<file path="config.mk">
export PLATFORM = sky130hd
export DESIGN_NAME = mbus_ctrl
export DESIGN_NICKNAME = d
export VERILOG_FILES = /design/src/design/md_bus_pkg.sv /design/src/design/mbus_ctrl.sv
export SDC_FILE = /design/constraint.sdc
export NUM_CORES = 1
export LEC_CHECK = 0
export ABC_AREA = 0
export BUFFER_PORTS_ARGS = -buffer_cell sky130_fd_sc_hd__buf_2
export CAP_MARGIN = 30
export CORE_MARGIN = 10
export CORE_UTILIZATION = 45
export DETAILED_ROUTE_END_ITERATION = 10
export PLACE_DENSITY = 0.79
export SKIP_LAST_GASP = 1
export SLEW_MARGIN = 20
export SYNTH_ARGS = -nofsm -noshare
export SYNTH_HDL_FRONTEND = slang
export SYNTH_SLANG_ARGS = --single-unit
</file>
<file path="constraint.sdc">
create_clock -name MCLK -period 7.7 [get_ports MCLK]
set_clock_uncertainty 0.05 [all_clocks]
set_input_delay 0.385 -clock MCLK [delete_from_list [all_inputs] [get_ports MCLK]]
set_output_delay 0.385 -clock MCLK [all_outputs]
set_load 0.1 [all_outputs]
</file>
<file path="src/design/md_bus_pkg.sv">
// Shared bus widths, request structs and state encodings
// for the 68000 main bus and the Z80 bus controller

package md_bus_pkg;

	// Bus widths
	localparam int MBUS_AW    = 23;
	localparam int MBUS_DW    = 16;
	localparam int ROM_AW     = 24;
	localparam int ZBUS_AW    = 15;
	localparam int ZBUS_DW    = 8;
	localparam int BANK_COUNT = 8;
	localparam int BANK_W     = 5;

	// 68000 master, word address plus lane strobes
	typedef struct packed {
		logic               as;
		logic               rnw;
		logic               uds_n;
		logic               lds_n;
		logic [MBUS_AW-1:0] addr;
		logic [MBUS_DW-1:0] wdata;
	} m68k_req_t;

	// Z80 master, byte address
	typedef struct packed {
		logic        sel;
		logic        wr;
		logic [15:0] addr;
		logic [7:0]  wdata;
	} z80_req_t;

	// 68000 access forwarded into the Z80 bus
	typedef struct packed {
		logic               sel;
		logic               we;
		logic [ZBUS_AW-1:0] addr;
		logic [ZBUS_DW-1:0] wdata;
	} zbus_req_t;

	typedef enum logic [2:0] {
		MBUS_IDLE, MBUS_SELECT, MBUS_RAM_READ, MBUS_ROM_READ,
		MBUS_SRAM_READ, MBUS_ZBUS_WAIT, MBUS_FINISH
	} mbus_state_e;

	typedef enum logic [2:0] {
		RGN_ROM, RGN_SRAM, RGN_WRAM, RGN_ZBUS, RGN_CTRL, RGN_MAPPER, RGN_NONE
	} mbus_region_e;

	typedef enum logic [1:0] {ZBUS_IDLE, ZBUS_ACCESS, ZBUS_FINISH} zbus_state_e;

	typedef enum logic {ZSRC_MBUS, ZSRC_Z80} zbus_src_e;

endpackage

</file>
<file path="src/design/mbus_ctrl.sv">
// 68000 main-bus FSM: address decode, device sequencing,
// ROM handshake, Z80 window forwarding and Z80 control registers

module mbus_ctrl import md_bus_pkg::*; #(
	parameter int WRAM_AW = 15,
	parameter int SRAM_AW = 16
) (
	input  logic               MCLK,
	input  logic               reset,
	input  m68k_req_t          m68k_req,
	output logic [MBUS_DW-1:0] m68k_rdata,
	output logic               m68k_dtack,
	input  logic [ROM_AW-1:0]  rom_size,
	output logic               rom_req,
	input  logic               rom_ack,
	input  logic [MBUS_DW-1:0] rom_data,
	output logic [1:0]         rom_be,
	output logic [MBUS_DW-1:0] rom_wdata,
	output logic [MBUS_AW-1:0] mbus_addr,
	output logic [WRAM_AW-1:0] wram_addr,
	output logic [1:0]         wram_we,
	input  logic [MBUS_DW-1:0] wram_q,
	output logic [SRAM_AW-1:0] sram_addr,
	output logic               sram_we,
	input  logic [7:0]         sram_q,
	output logic [MBUS_DW-1:0] wdata,
	input  logic               bank_sram,
	output logic               bank_we,
	output zbus_req_t          zbus_req,
	input  logic               mbus_zack,
	input  logic [ZBUS_DW-1:0] mbus_zdata,
	input  logic               z80_busak_n,
	output logic               z80_busreq_n,
	output logic               z80_reset_n
);

	mbus_state_e        state;
	mbus_region_e       region;
	logic               mbus_rnw;
	logic               mbus_uds_n;
	logic               mbus_lds_n;
	logic [MBUS_DW-1:0] rd_data;
	logic [3:0]         ctrl_idx;

	assign ctrl_idx  = mbus_addr[10:7];
	assign rom_be    = ~{mbus_uds_n, mbus_lds_n};
	assign rom_wdata = wdata;
	assign wram_addr = mbus_addr[WRAM_AW-1:0];
	assign sram_addr = mbus_addr[SRAM_AW-1:0];

	// RAM writes happen in the read state, address is stable since capture
	assign wram_we = (state == MBUS_RAM_READ && !mbus_rnw) ? rom_be : 2'b00;
	assign sram_we = (state == MBUS_SRAM_READ) && !mbus_rnw;

	//------------------------------------------------------------
	// Address decode on the captured word address
	//------------------------------------------------------------
	always_comb begin
		region = RGN_NONE;
		if (mbus_addr[22:19] < 4'hA) begin
			// Mapper SRAM enable overrides ROM at 200000-3FFFFF
			if (bank_sram && mbus_addr[22:20] == 3'b001) begin
				region = RGN_SRAM;
			end else if ({1'b0, mbus_addr} < rom_size) begin
				region = RGN_ROM;
			end else if (mbus_addr[22:20] == 3'b001 && !(&mbus_addr[19:18])) begin
				region = RGN_SRAM;
			end
		end else if (mbus_addr[22:15] == 8'hA0) begin
			region = RGN_ZBUS;
		end else if (mbus_addr[22:11] == 12'hA11 && mbus_addr[6:0] == '0
			&& (ctrl_idx == 4'd1 || ctrl_idx == 4'd2)) begin
			region = RGN_CTRL;
		end else if (mbus_addr[22:7] == 16'hA130) begin
			region = RGN_MAPPER;
		end else if (&mbus_addr[22:20]) begin
			region = RGN_WRAM;
		end
	end

	//------------------------------------------------------------
	// Access sequencing
	//------------------------------------------------------------
	always_ff @(posedge MCLK) begin
		bank_we <= 1'b0;
		if (reset) begin
			state        <= MBUS_IDLE;
			m68k_dtack   <= 1'b0;
			rom_req      <= 1'b0;
			zbus_req.sel <= 1'b0;
			z80_busreq_n <= 1'b1;
			z80_reset_n  <= 1'b0;
		end else begin
			// dtack drops the cycle after as goes away
			if (!m68k_req.as) m68k_dtack <= 1'b0;

			case (state)
				MBUS_IDLE: begin
					if (m68k_req.as && !m68k_dtack) begin
						mbus_addr  <= m68k_req.addr;
						mbus_rnw   <= m68k_req.rnw;
						mbus_uds_n <= m68k_req.uds_n;
						mbus_lds_n <= m68k_req.lds_n;
						wdata      <= m68k_req.wdata;
						rd_data    <= '0;
						state      <= MBUS_SELECT;
					end
				end

				MBUS_SELECT: begin
					state <= MBUS_FINISH;
					case (region)
						RGN_ROM: begin
							if (mbus_rnw) begin
								rom_req <= ~rom_ack;
								state   <= MBUS_ROM_READ;
							end
						end
						RGN_SRAM: state <= MBUS_SRAM_READ;
						RGN_WRAM: state <= MBUS_RAM_READ;
						RGN_ZBUS: begin
							// Window is closed unless the Z80 bus is requested
							if (!z80_busreq_n) begin
								zbus_req.sel   <= 1'b1;
								zbus_req.we    <= ~mbus_rnw;
								zbus_req.addr  <= {mbus_addr[ZBUS_AW-2:0], mbus_uds_n};
								zbus_req.wdata <= mbus_uds_n ? wdata[7:0] : wdata[15:8];
								state          <= MBUS_ZBUS_WAIT;
							end
						end
						RGN_CTRL: begin
							if (!mbus_rnw && !mbus_uds_n) begin
								if (ctrl_idx == 4'd1) z80_busreq_n <= ~wdata[8];
								if (ctrl_idx == 4'd2) z80_reset_n <= wdata[8];
							end
							rd_data[8] <= (ctrl_idx == 4'd1) ? z80_busak_n : z80_reset_n;
						end
						RGN_MAPPER: bank_we <= ~mbus_rnw;
						default: ;
					endcase
				end

				MBUS_ROM_READ: begin
					if (rom_req == rom_ack) begin
						rd_data <= rom_data;
						state   <= MBUS_FINISH;
					end
				end

				MBUS_RAM_READ: begin
					rd_data <= wram_q;
					state   <= MBUS_FINISH;
				end

				MBUS_SRAM_READ: begin
					rd_data <= {sram_q, sram_q};
					state   <= MBUS_FINISH;
				end

				MBUS_ZBUS_WAIT: begin
					if (mbus_zack) begin
						zbus_req.sel <= 1'b0;
						rd_data      <= {mbus_zdata, mbus_zdata};
						state        <= MBUS_FINISH;
					end
				end

				MBUS_FINISH: begin
					m68k_rdata <= rd_data;
					m68k_dtack <= 1'b1;
					state      <= MBUS_IDLE;
				end

				default: state <= MBUS_IDLE;
			endcase
		end
	end

endmodule

</file>
# Yosys cells after proc, flatten, opt, wreduce, memory -nomap -nowiden
# Cells that the tools add are included.
[totals]
regBits = 107
out_inout_bits = 137
wordCells = 117
[classes]
n_lt_le_gt_ge = 2
n_eq_ne = 25
muxes = 31
bitwise = 8
reduce_logical = 33
[op_table]
columns = ["cell", "n"]
rows = [
  ["2-to-1 mux 25 bit", 2],
  ["2-to-1 mux 16 bit", 3],
  ["case mux 8 bit (5 select lines)", 1],
  ["2-to-1 mux 3 bit", 12],
  ["case mux 7 bit (5 select lines)", 1],
  ["< comparator 23 x 24 -> 1 bit", 1],
  ["== test 16 bit, second input constant", 1],
  ["AND reduction 4 bit", 4],
  ["== test 3 bit, second input constant", 5],
  ["case mux 3 bit (5 select lines)", 1],
  ["== test 12 bit, second input constant", 1],
  ["== test 3 x 2 -> 1 bit, second input constant", 4],
  ["case mux 3 bit (4 select lines)", 1],
  ["AND reduction 3 bit", 4],
  ["== test 3 x 1 -> 1 bit, second input constant", 3],
  ["== test 8 bit, second input constant", 1],
  ["logical AND 1 bit", 8],
  ["2-to-1 mux 8 bit", 1],
  ["inequality test 2 bit, second input constant", 4],
  ["logical NOT 7 bit", 1],
  ["NOT 1 bit", 7],
  ["logical NOT 3 bit", 2],
  ["inequality test 2 x 1 -> 1 bit, second input constant", 3],
  ["case mux 1 bit (6 select lines)", 1],
  ["18 further kinds", 27],
]

# Logic depth before layout (Yosys ltp)
# Gate-level depths: netlist (run 1).
[logic_depth]
ltp_word = 10
mapped_depth = 10
depth_no_buf = 10

# Worst setup path before layout (run 1)
# OpenSTA, ideal clock, no wires.
[synth_path]
kind = "register to register"
startpoint = "reg m68k_dtack"
endpoint = "reg mbus_addr[0], enable pin"
setup_time_ns = 0.546
t_arrival_ns = 4.970
required_time_ns = 7.104
setup_slack_ns = 2.134
path_stages_with_launch = 3
synth_period_minus_slack_ns = 5.566
cell_sequence = "dfxtp_1 nand2b_1 nor4_1"
[synth_via]
elab_chain_len = 3
[synth_rtl]
columns = ["element", "line", "rtl"]
rows = [
  ["from (decl)", "mbus_ctrl.sv:12", "output logic m68k_dtack,"],
  ["from (signal assigned)", "mbus_ctrl.sv:88", "m68k_dtack <= 1'b0;"],
  ["from (signal assigned)", "mbus_ctrl.sv:95", "if (!m68k_req.as) m68k_dtack <= 1'b0;"],
  ["from (signal assigned)", "mbus_ctrl.sv:170", "m68k_dtack <= 1'b1;"],
  ["logical NOT 1 bit", "mbus_ctrl.sv:99", "if (m68k_req.as && !m68k_dtack) begin"],
  ["logical AND 1 bit", "mbus_ctrl.sv:99", ""],
  ["AND reduction 3 bit (no line)", "--", ""],
  ["to (signal assigned)", "mbus_ctrl.sv:100", "mbus_addr <= m68k_req.addr;"],
  ["to (decl)", "mbus_ctrl.sv:19", "output logic [MBUS_AW-1:0] mbus_addr,"],
]
# No other way between the ends.
# A chain may end at the register's enable or synchronous reset.

# Worst setup path in the final report (run 1)
[layout_path]
startpoint = "reg mbus_addr[22]"
endpoint = "reg zbus_req[5] (netlist name), enable pin"
[layout_via]
elab_chain_len = 8
elab_cells_between_ends = 21
cone_classes = "order compare: 2; eq/ne: 5; mux: 8; reduce/logical: 6"
[layout_rtl]
columns = ["element", "line", "rtl"]
rows = [
  ["parallel branches: the longest is 5 deep, another holds < comparator 23 x 24 -> 1 bit", "--", ""],
  ["2-to-1 mux 3 bit (*)", "mbus_ctrl.sv:60", "if (mbus_addr[22:19] < 4'hA) begin"],
  ["== test 3 x 2 -> 1 bit (*)", "mbus_ctrl.sv:112", "case (region)"],
  ["AND reduction 4 bit (no line) (*)", "--", ""],
  ["to (decl)", "mbus_ctrl.sv:29", "output zbus_req_t zbus_req,"],
]
# Every way passes the cells marked *.

==> impl.org, run 1 <==
** Critical path
- The endpoint identified for the worst register-to-register timing path is zbus_req[5].
- Critical path peak fanout :: 24
- Data arrives at the worst endpoint at 3.28 ns.
- Worst R2R Start :: mbus_addr[22]
- By startpoint and endpoint, the worst setup path is classified as reg2reg.
- R2R depth :: 9
- STA classifies the critical path startpoint as a flop.
- For the worst setup path, the data required time is 7.67 ns.
- Crit end category :: flop
- Worst reg2reg setup slack :: 4.38 ns

** STA
- Tightest slew margin relative to the limit :: roughly 42%
- Worst path setup slack after routing :: 4.38 ns
- Number of hold violations in the final report :: 0
- For the pin with the worst max-slew slack, the measured transition is between 0.8 and 0.9 ns.
- In the finished design, the share of the clock period the worst path needs comes to 43.1%.
- For this run, the top clock speed supported by timing is 301 MHz.
- Setup violations remaining at the end of the flow were counted as 0.
- Setup repair after global routing left no endpoint under its margin.
- The number of pins with negative max-slew slack in the final report was 0.
- Accumulated negative setup slack :: 0 ns
- Fin crit period :: 3.32 ns

** Worst hold path
- Number of stages on the worst hold path :: 1
- Source of the worst hold timing path :: m68k_req[10]
- In this run the worst hold path is classified as in2reg.
- For hold timing, the worst endpoint is rom_wdata[10].

** Global routing
- Global-route wire length before repair :: between 20 and 25 mm
- Total congestion overflow after global routing :: 0
- The number of global-route vias before repair came to 4,233.
- Initial antenna violation count :: 0
- Pin count of the biggest net entering global routing :: 43
- GRT Overall Usage :: around 17%

** Synth
- Post-synth net total :: 537
- Warnings from Yosys :: 0
- Avg Inst Size Synth :: 13.2 um2
- For this run, the register share of the synthesized area comes to 60.1%.
- Number of enable flip-flop cells after synthesis :: between 90 and 100
- Register bit count reported by yosys :: around 110
- Asr flop ratio synth :: 0%
- After synthesis, the netlist uses 54 different library cells.
- Gate count after technology mapping :: 394
- Total standard cell area after synthesis :: 5200 um2
- Main synth FF type :: sky130_fd_sc_hd__edfxtp_1

** Pwr
- Dividing total power by cell area gives a power density of 338 nW/um2.
- Maximum vdd drop :: 0.302 mV
- Summed over all nets, the switching power comes to 0.00101 W.
- In this run switching power makes up roughly 45% of total power.
- Fraction of power consumed by sequential logic :: 38.0%
- Summed over all cells, the static leakage comes to 2.92 nW.
- Cell Int Power :: approximately 0.0012 W
- Relative contribution of combinational cells to total power :: 40.2%
- Fraction of power consumed by the clock network :: between 20% and 30%

** Final layout
- Compared with the post-synthesis result, the final layout area differs by 27.2%.
- The repair_antennas step left the layout with diodes totalling 0.
- Layout net count :: 752
- Leading cell type in the layout, fill and taps excluded :: sky130_fd_sc_hd__buf_2
- Ratio of cells with drive above 1 in the final layout :: about half
- In the layout the commonest cells are 257 x sky130_fd_sc_hd__buf_2, 98 x sky130_fd_sc_hd__edfxtp_1, 28 x sky130_fd_sc_hd__inv_1.

** Route
- In the final routed layout, each cell accounts on average for 19.5 um.
- Routed wire length :: roughly 15 mm
- In the routed layout, each cell is associated on average with a via count of 5.22.
- In the routed design, unresolved DRC markers number 0.
- In this run, the number of DRC markers left after iteration 0 of detailed routing was about 230.
- Final antenna-violating net count :: 0
- Vias post-DR :: 3,951
- Number of iterations in the first detailed-routing pass :: 4

** CTS
- Clock buffer count from CTS :: 9
- Root Buffer Master :: sky130_fd_sc_hd__clkbuf_16
- TritonCTS built the clock tree.
- At the later pin of the worst-skew pair, clock insertion delay measures 0.35 ns.
- The number of gates resized after CTS was 0.
- The clock tree synthesis step divided the H-tree into 3 levels.
- Maximum clock path buffer count :: 2
- Count of hold buffers inserted by post-cts repair :: 0
- Clock net sink count :: 107
- After clock tree synthesis, the clock-pin slew on the worst setup and hold paths is 0.07 ns.
- # Post-CTS Setup Buffers :: 0

** Die
- The core region is 11,400 um2.
- Die extent in y :: 127 um
- Die width :: 127 um
- Number of rows created at floorplan :: 39
- Die footprint :: 16,300 um2
- Effective utilization at floorplan :: 45.7%
- Pin placement for this block handled 258 I/O pins.

** Place
- Routability-driven placement finished with a final weighted congestion of 0.868.
- Detailed placement HPWL :: about 12 mm
- Input/output buffers :: 257
- Prior to clock tree synthesis, the placed netlist has a worst setup slack of ~4.4 ns.

** Job
- Max-Cap Viols :: 0

** Outcome
- Outcome :: finished, final reports clean
## critical path: stages, from the launching register on
cell	delay (ns)
sky130_fd_sc_hd__edfxtp_1	0.51
sky130_fd_sc_hd__ha_1	0.36
sky130_fd_sc_hd__and4b_1	0.28
sky130_fd_sc_hd__nand3_2	0.14
sky130_fd_sc_hd__o41ai_2	0.53
sky130_fd_sc_hd__nor4_1	0.13
sky130_fd_sc_hd__o22a_1	0.28
sky130_fd_sc_hd__nor3_2	0.23
sky130_fd_sc_hd__and2_1	0.16
sky130_fd_sc_hd__buf_4	0.30
## flip-flops by register name (all words and copies together) (netlist names), 3 cells and up
name,flops
zbus_req,25
mbus_addr,23
m68k_rdata,16
rd_data,16
rom_wdata,16
state,3
## cell usage after synthesis, drive strengths merged (4+ instances only)
library cell   n  area share [%]
a21oi         11             1.1
nand3          4            0.48
a21o           4            0.58
mux2i         18             3.5
nand2         24             1.7
mux2          16             3.5
a2111oi        4             1.3
o21ai         23             2.2
nand2b         4            0.48
buf           49             7.2
dfxtp          9             3.5
nor2          11            0.79
nor4           7             1.1
edfxtp        98              57
ha            22             5.3
nor3           6            0.77
nor2b          7            0.84
clkbuf         8            0.65
inv           28             2.0
## cell families after synthesis
group                    after synthesis  share of synthesized area, %
flip-flops                           107                          60.1
multiplexers                          34                          6.93
buffers and inverters                 85                          9.89
adder cells (fa/ha/maj)               22                          5.29
AND/OR/NAND/NOR                       78                          8.28
XOR/XNOR                               1                         0.169
AO/OA/AOI/OAI                         67                          9.36
## stage by stage
stage                     power (W)  instances  hold WS, ns  cell area, um2  util (%)
final                       0.00224        757        0.158            6610      58.2
after CTS                   0.00226        757        0.144            6610      58.2
after floorplan             0.00164        394        0.350            5200         -
after detailed placement    0.00177        741        0.358            6300      55.4
after global placement      0.00175        741        0.352            6300      55.4
after global routing        0.00233        757        0.144            6610      58.2
## how the worst max path moves through the flow
stage	start	endpoint	slack [ns]	cells after the start
floorplan	m68k_dtack	mbus_addr[0]	2.13	2
global placement	mbus_addr[22]	zbus_req[3]	4.55	9
detailed placement	mbus_addr[22]	zbus_req[9]	4.42	9
CTS	mbus_addr[22]	zbus_req[5]	4.40	9
global route	mbus_addr[22]	zbus_req[5]	4.18	9
finish	mbus_addr[22]	zbus_req[5]	4.38	9
## power by group through the flow
| stage | clock, W | combinational [W] | sequential, W |
|---|---|---|---|
| 6_report | 0.000486 | 0.000900 | 0.000851 |
| 5_1_grt | 0.000519 | 0.000946 | 0.000864 |
| 4_1_cts | 0.000501 | 0.000907 | 0.000853 |
| 3_5_place_dp | 0 | 0.000903 | 0.000866 |
| 3_3_place_gp | 0 | 0.000893 | 0.000857 |
| 2_1_floorplan | 0 | 0.000583 | 0.00105 |
## area by class of cell
type / count / area, um2
fillers: 895 / 4760
clock inverters: 6 / 87.6
well taps: 143 / 179
inverters: 28 / 105
clock buffers: 10 / 229
flip-flops and latches: 107 / 3120
multi-input cells: 202 / 1570
repair buffers: 261 / 1320
## layer usage
metal / track usage, % / vias up / share of wire (%) / wire (um)
met5: 0 / - / 0 / 0
met4: 7.37 / 0 / 2.0 / 292
met3: 7.65 / 21 / 11 / 1670
met2: 29.9 / 205 / 51 / 7510
met1: 17.4 / 1875 / 36 / 5310
li1: - / 1850 / - / -
Power figures use the tool's default switching activity.
==> inputs of run 2 (changes only) <==
==> constraint.sdc (replaced) <==
create_clock -name MCLK -period 3.2 [get_ports MCLK]
set_clock_uncertainty 0.05 [all_clocks]
set_input_delay 0.16 -clock MCLK [delete_from_list [all_inputs] [get_ports MCLK]]
set_output_delay 0.16 -clock MCLK [all_outputs]
set_load 0.1 [all_outputs]
==> run 2 against run 1 <==
  * Maximum frequency grew 5.9%
  * Core utilization grew 4.4 points
  * Cell count grew 7.3%
  * Worst hold slack lost 0.14 ns
  * Non-clock buffer count grew 52
  * Largest cell class unchanged
  * Largest power group unchanged
==> impl.org, run 2 (same netlist as run 1, synthesis figures left out) <==
** Outcome
- Outcome: finished, final reports clean (unchanged).

** Global routing
- The number of global-route vias before repair is 4,559 (was 4,233).
- Initial antenna violation count :: 3 (was 0)
- The largest net degree at the start of global routing came to 43 (unchanged).
- The aggregate global routing overflow was 0 (unchanged).
- The total routing resource utilization after global routing is 19.4% (was 17.2%).
- Global-route wire length before repair :: 24.8 mm (was 22.2 mm)

** Route
- The first-pass iteration count of the detailed router is 5 (was 4).
- Routed wire length :: 16.4 mm (was 14.8 mm)
- The detail-routed net length per standard cell is 20.2 um (was 19.5 um).
- Vias post-DR :: 4,212 (was 3,951)
- Iter 0 DRT Violations :: 170 (was 234)
- Drt via density :: 5.19 (was 5.22)
- Final antenna-violating net count :: 0 (unchanged)
- The remaining routing DRC violations is 0 (unchanged).

** Final layout
- The relative area change from synthesis to final layout was 36.9% (was 27.2%).
- The number of flip-flops under the largest register name was 25 (unchanged).
- Final-layout fill cell count :: 901 (was 895)
- The non-filler instance count after layout is 812 (was 757).
- Leading cell type in the layout, fill and taps excluded :: sky130_fd_sc_hd__buf_2 (unchanged)
- Combined flip-flop and latch cell area :: 3120 um2 (unchanged)
- Largest registers :: zbus_req x25, mbus_addr x23 (unchanged)
- The share of cells above drive strength 1 is 48.1% (was 50.3%).
- Top reg by flops :: zbus_req (unchanged)
- The count of nets after finishing is 805 (was 752).
- Highest-count cells in the layout ignoring fill and taps: 257 x sky130_fd_sc_hd__buf_2, 98 x sky130_fd_sc_hd__edfxtp_1, 43 x sky130_fd_sc_hd__dlygate4sd3_1 (was 257 x sky130_fd_sc_hd__buf_2, 98 x sky130_fd_sc_hd__edfxtp_1, 28 x sky130_fd_sc_hd__inv_1).
- The combined area of the multi-input logic cells was 1620 um2 (was 1570 um2).

** CTS
- # Post-CTS Setup Buffers :: 0 (unchanged)
- The H-tree depth was 3 (unchanged).
- The TritonCTS sink count is 107 (unchanged).
- Insertion delay of the later-clocked pin in the worst-skew pair :: 0.35 ns (about the same)
- TritonCTS clock tree :: done (unchanged)
- The deepest clock path buffer count came to 2 (unchanged).
- Clock buffer count from CTS :: 9 (unchanged)
- Root Buffer Master :: sky130_fd_sc_hd__clkbuf_16 (unchanged)
- The clock edge transition at the registers on the reported setup and hold paths was 0.07 ns (about the same).

** Pwr
- The register share of total power came to 37.1% (was 38.0%).
- Net switching share of the total power :: 46.4% (was 45.0%)
- Power after layout :: 0.00535 W (was 0.00224 W)
- The power share of the combinational group was 43.6% (was 40.2%).
- The leakage power summed over all cells was 3.15 nW (was 2.92 nW).
- The maximum ir drop on the vdd rail came to 0.566 mV (was 0.302 mV).
- Fraction of power consumed by the clock network :: 19.3% (was 21.7%)
- The areal power density over the cells came to 752 nW/um2 (was 338 nW/um2).
- Cell Int Power :: 0.00287 W (was 0.00123 W)
- Switching component of the power :: 0.00248 W (was 0.00101 W)

** Critical path
- Worst setup path category :: reg2reg (unchanged)
- The number of cells traversed by the worst register-to-register path is 8 (was 9).
- Data arrival time of the critical path :: 3.12 ns (was 3.28 ns)
- The data required time at the worst endpoint was 3.19 ns (was 7.67 ns).
- The maximum fanout count along the critical path came to 12 (was 24).
- Critical Path Source Type :: flop (unchanged)
- Crit end category :: flop (unchanged)

** Die
- The cell row count was 39 (unchanged).
- The area of the core was 11,400 um2 (unchanged).
- Die width :: 127 um (unchanged)
- The number of placed I/O pins was 258 (unchanged).
- Die extent in y :: 127 um (unchanged)
- Die footprint :: 16,300 um2 (unchanged)
- The effective utilization at floorplan is 45.7% (unchanged).

** Job
- The count of max-cap constraint violations came to 0 (unchanged).

** Worst hold path
- The number of stages on the worst hold path was 2 (was 1).
- The class of the tightest hold or removal check was in2reg (unchanged).

** STA
- The maximum clock frequency is 319 MHz (was 301 MHz).
- The shortest clock period the worst path allows after layout was 3.13 ns (was 3.32 ns).
- The slew at the pin with the worst max-slew slack came to 0.759 ns (was 0.868 ns).
- Final worst path period share :: 97.9% (was 43.1%)
- Setup repair after global routing missed its margin: yes (was no).
- The number of hold violations in the final report came to 0 (unchanged).
- The worst slew slack as a fraction of its limit was 49.3% (was 42.1%).
- Worst path setup slack after routing :: 0.0677 ns (was 4.38 ns)
- The number of pins with negative max-slew slack in the final report came to 0 (unchanged).
- The total of endpoints with negative setup slack in the final report was 0 (unchanged).
- The hold slack was 0.0199 ns (was 0.158 ns).

** Place
- The number of port buffers is 257 (unchanged).
- The final weighted congestion in routability-driven placement is 0.819 (was 0.868).
- The worst setup slack before clock tree synthesis is 0.0229 ns (was 4.42 ns).
- The instance count after placement with tap cells included is 750 (was 741).
- Detailed placement HPWL :: 12.2 mm (was 11.9 mm)
[run 2: final cells by class]
type	instances	share of cell area, %
Clock inverter	5	0.527
Clock buffer	11	3.27
Multi-Input combinational cell	203	22.8
Sequential cell	107	43.9
Timing Repair Buffer	313	25.5
Inverter	28	1.48
Antenna cell	2	0.0703
Tap cell	143	2.51
[run 2: final timing paths]
path | start | to | slack (ns)
max | mbus_addr[21] | zbus_req[2] | 0.07
min | m68k_req[42] | m68k_dtack | 0.02
max reg2reg | mbus_addr[21] | zbus_req[2] | 0.07
min reg2reg | rd_data[8] | m68k_rdata[8] | 0.37
[run 2: layer usage]
layer / global-route usage, % / part of all wire [%] / up-vias
li1: - / - / 1957
met1: 20.4 / 36 / 1992
met2: 33.1 / 50 / 224
met3: 8.15 / 10 / 37
met4: 8.77 / 3.1 / 2
met5: 0 / 0.079 / -
[run 2: critical path, stage by stage (launching register included)]
cell	delay [ns]
sky130_fd_sc_hd__edfxtp_1	0.46
sky130_fd_sc_hd__ha_1	0.34
sky130_fd_sc_hd__and4b_1	0.29
sky130_fd_sc_hd__nand3_2	0.16
sky130_fd_sc_hd__o41ai_4	0.49
sky130_fd_sc_hd__nor4_2	0.11
sky130_fd_sc_hd__o22a_1	0.28
sky130_fd_sc_hd__nor3_4	0.32
sky130_fd_sc_hd__and2_4	0.33
[run 2: per-stage QoR]
stage	setup TNS, ns	cell area (um2)	utilization (%)
2_1_floorplan	-29.59	5230	-
3_3_place_gp	0	6400	56.3
3_5_place_dp	0	6400	56.3
4_1_cts	0	7110	62.5
5_1_grt	-1.12	7120	62.6
6_report	0	7120	62.6
[run 2: repair_timing]
| action | in CTS | in global routing |
|---|---|---|
| endpoints found under the setup margin | 24 | 24 |
| resized for setup | 1 | 1 |
| hold buffers | 43 | 0 |
| hold endpoints to repair | 43 | 0 |
| gates cloned | 1 | 0 |
[run 2: power groups by stage]
| stage | Combinational (W) | Clock [W] | Sequential [W] |
|---|---|---|---|
| 3_3_place_gp | 0.00225 | 0 | 0.00200 |
| 2_1_floorplan | 0.00141 | 0 | 0.00253 |
| 3_5_place_dp | 0.00229 | 0 | 0.00202 |
| 4_1_cts | 0.00234 | 0.00105 | 0.00199 |
| 6_report | 0.00234 | 0.00103 | 0.00199 |
| 5_1_grt | 0.00245 | 0.00111 | 0.00201 |
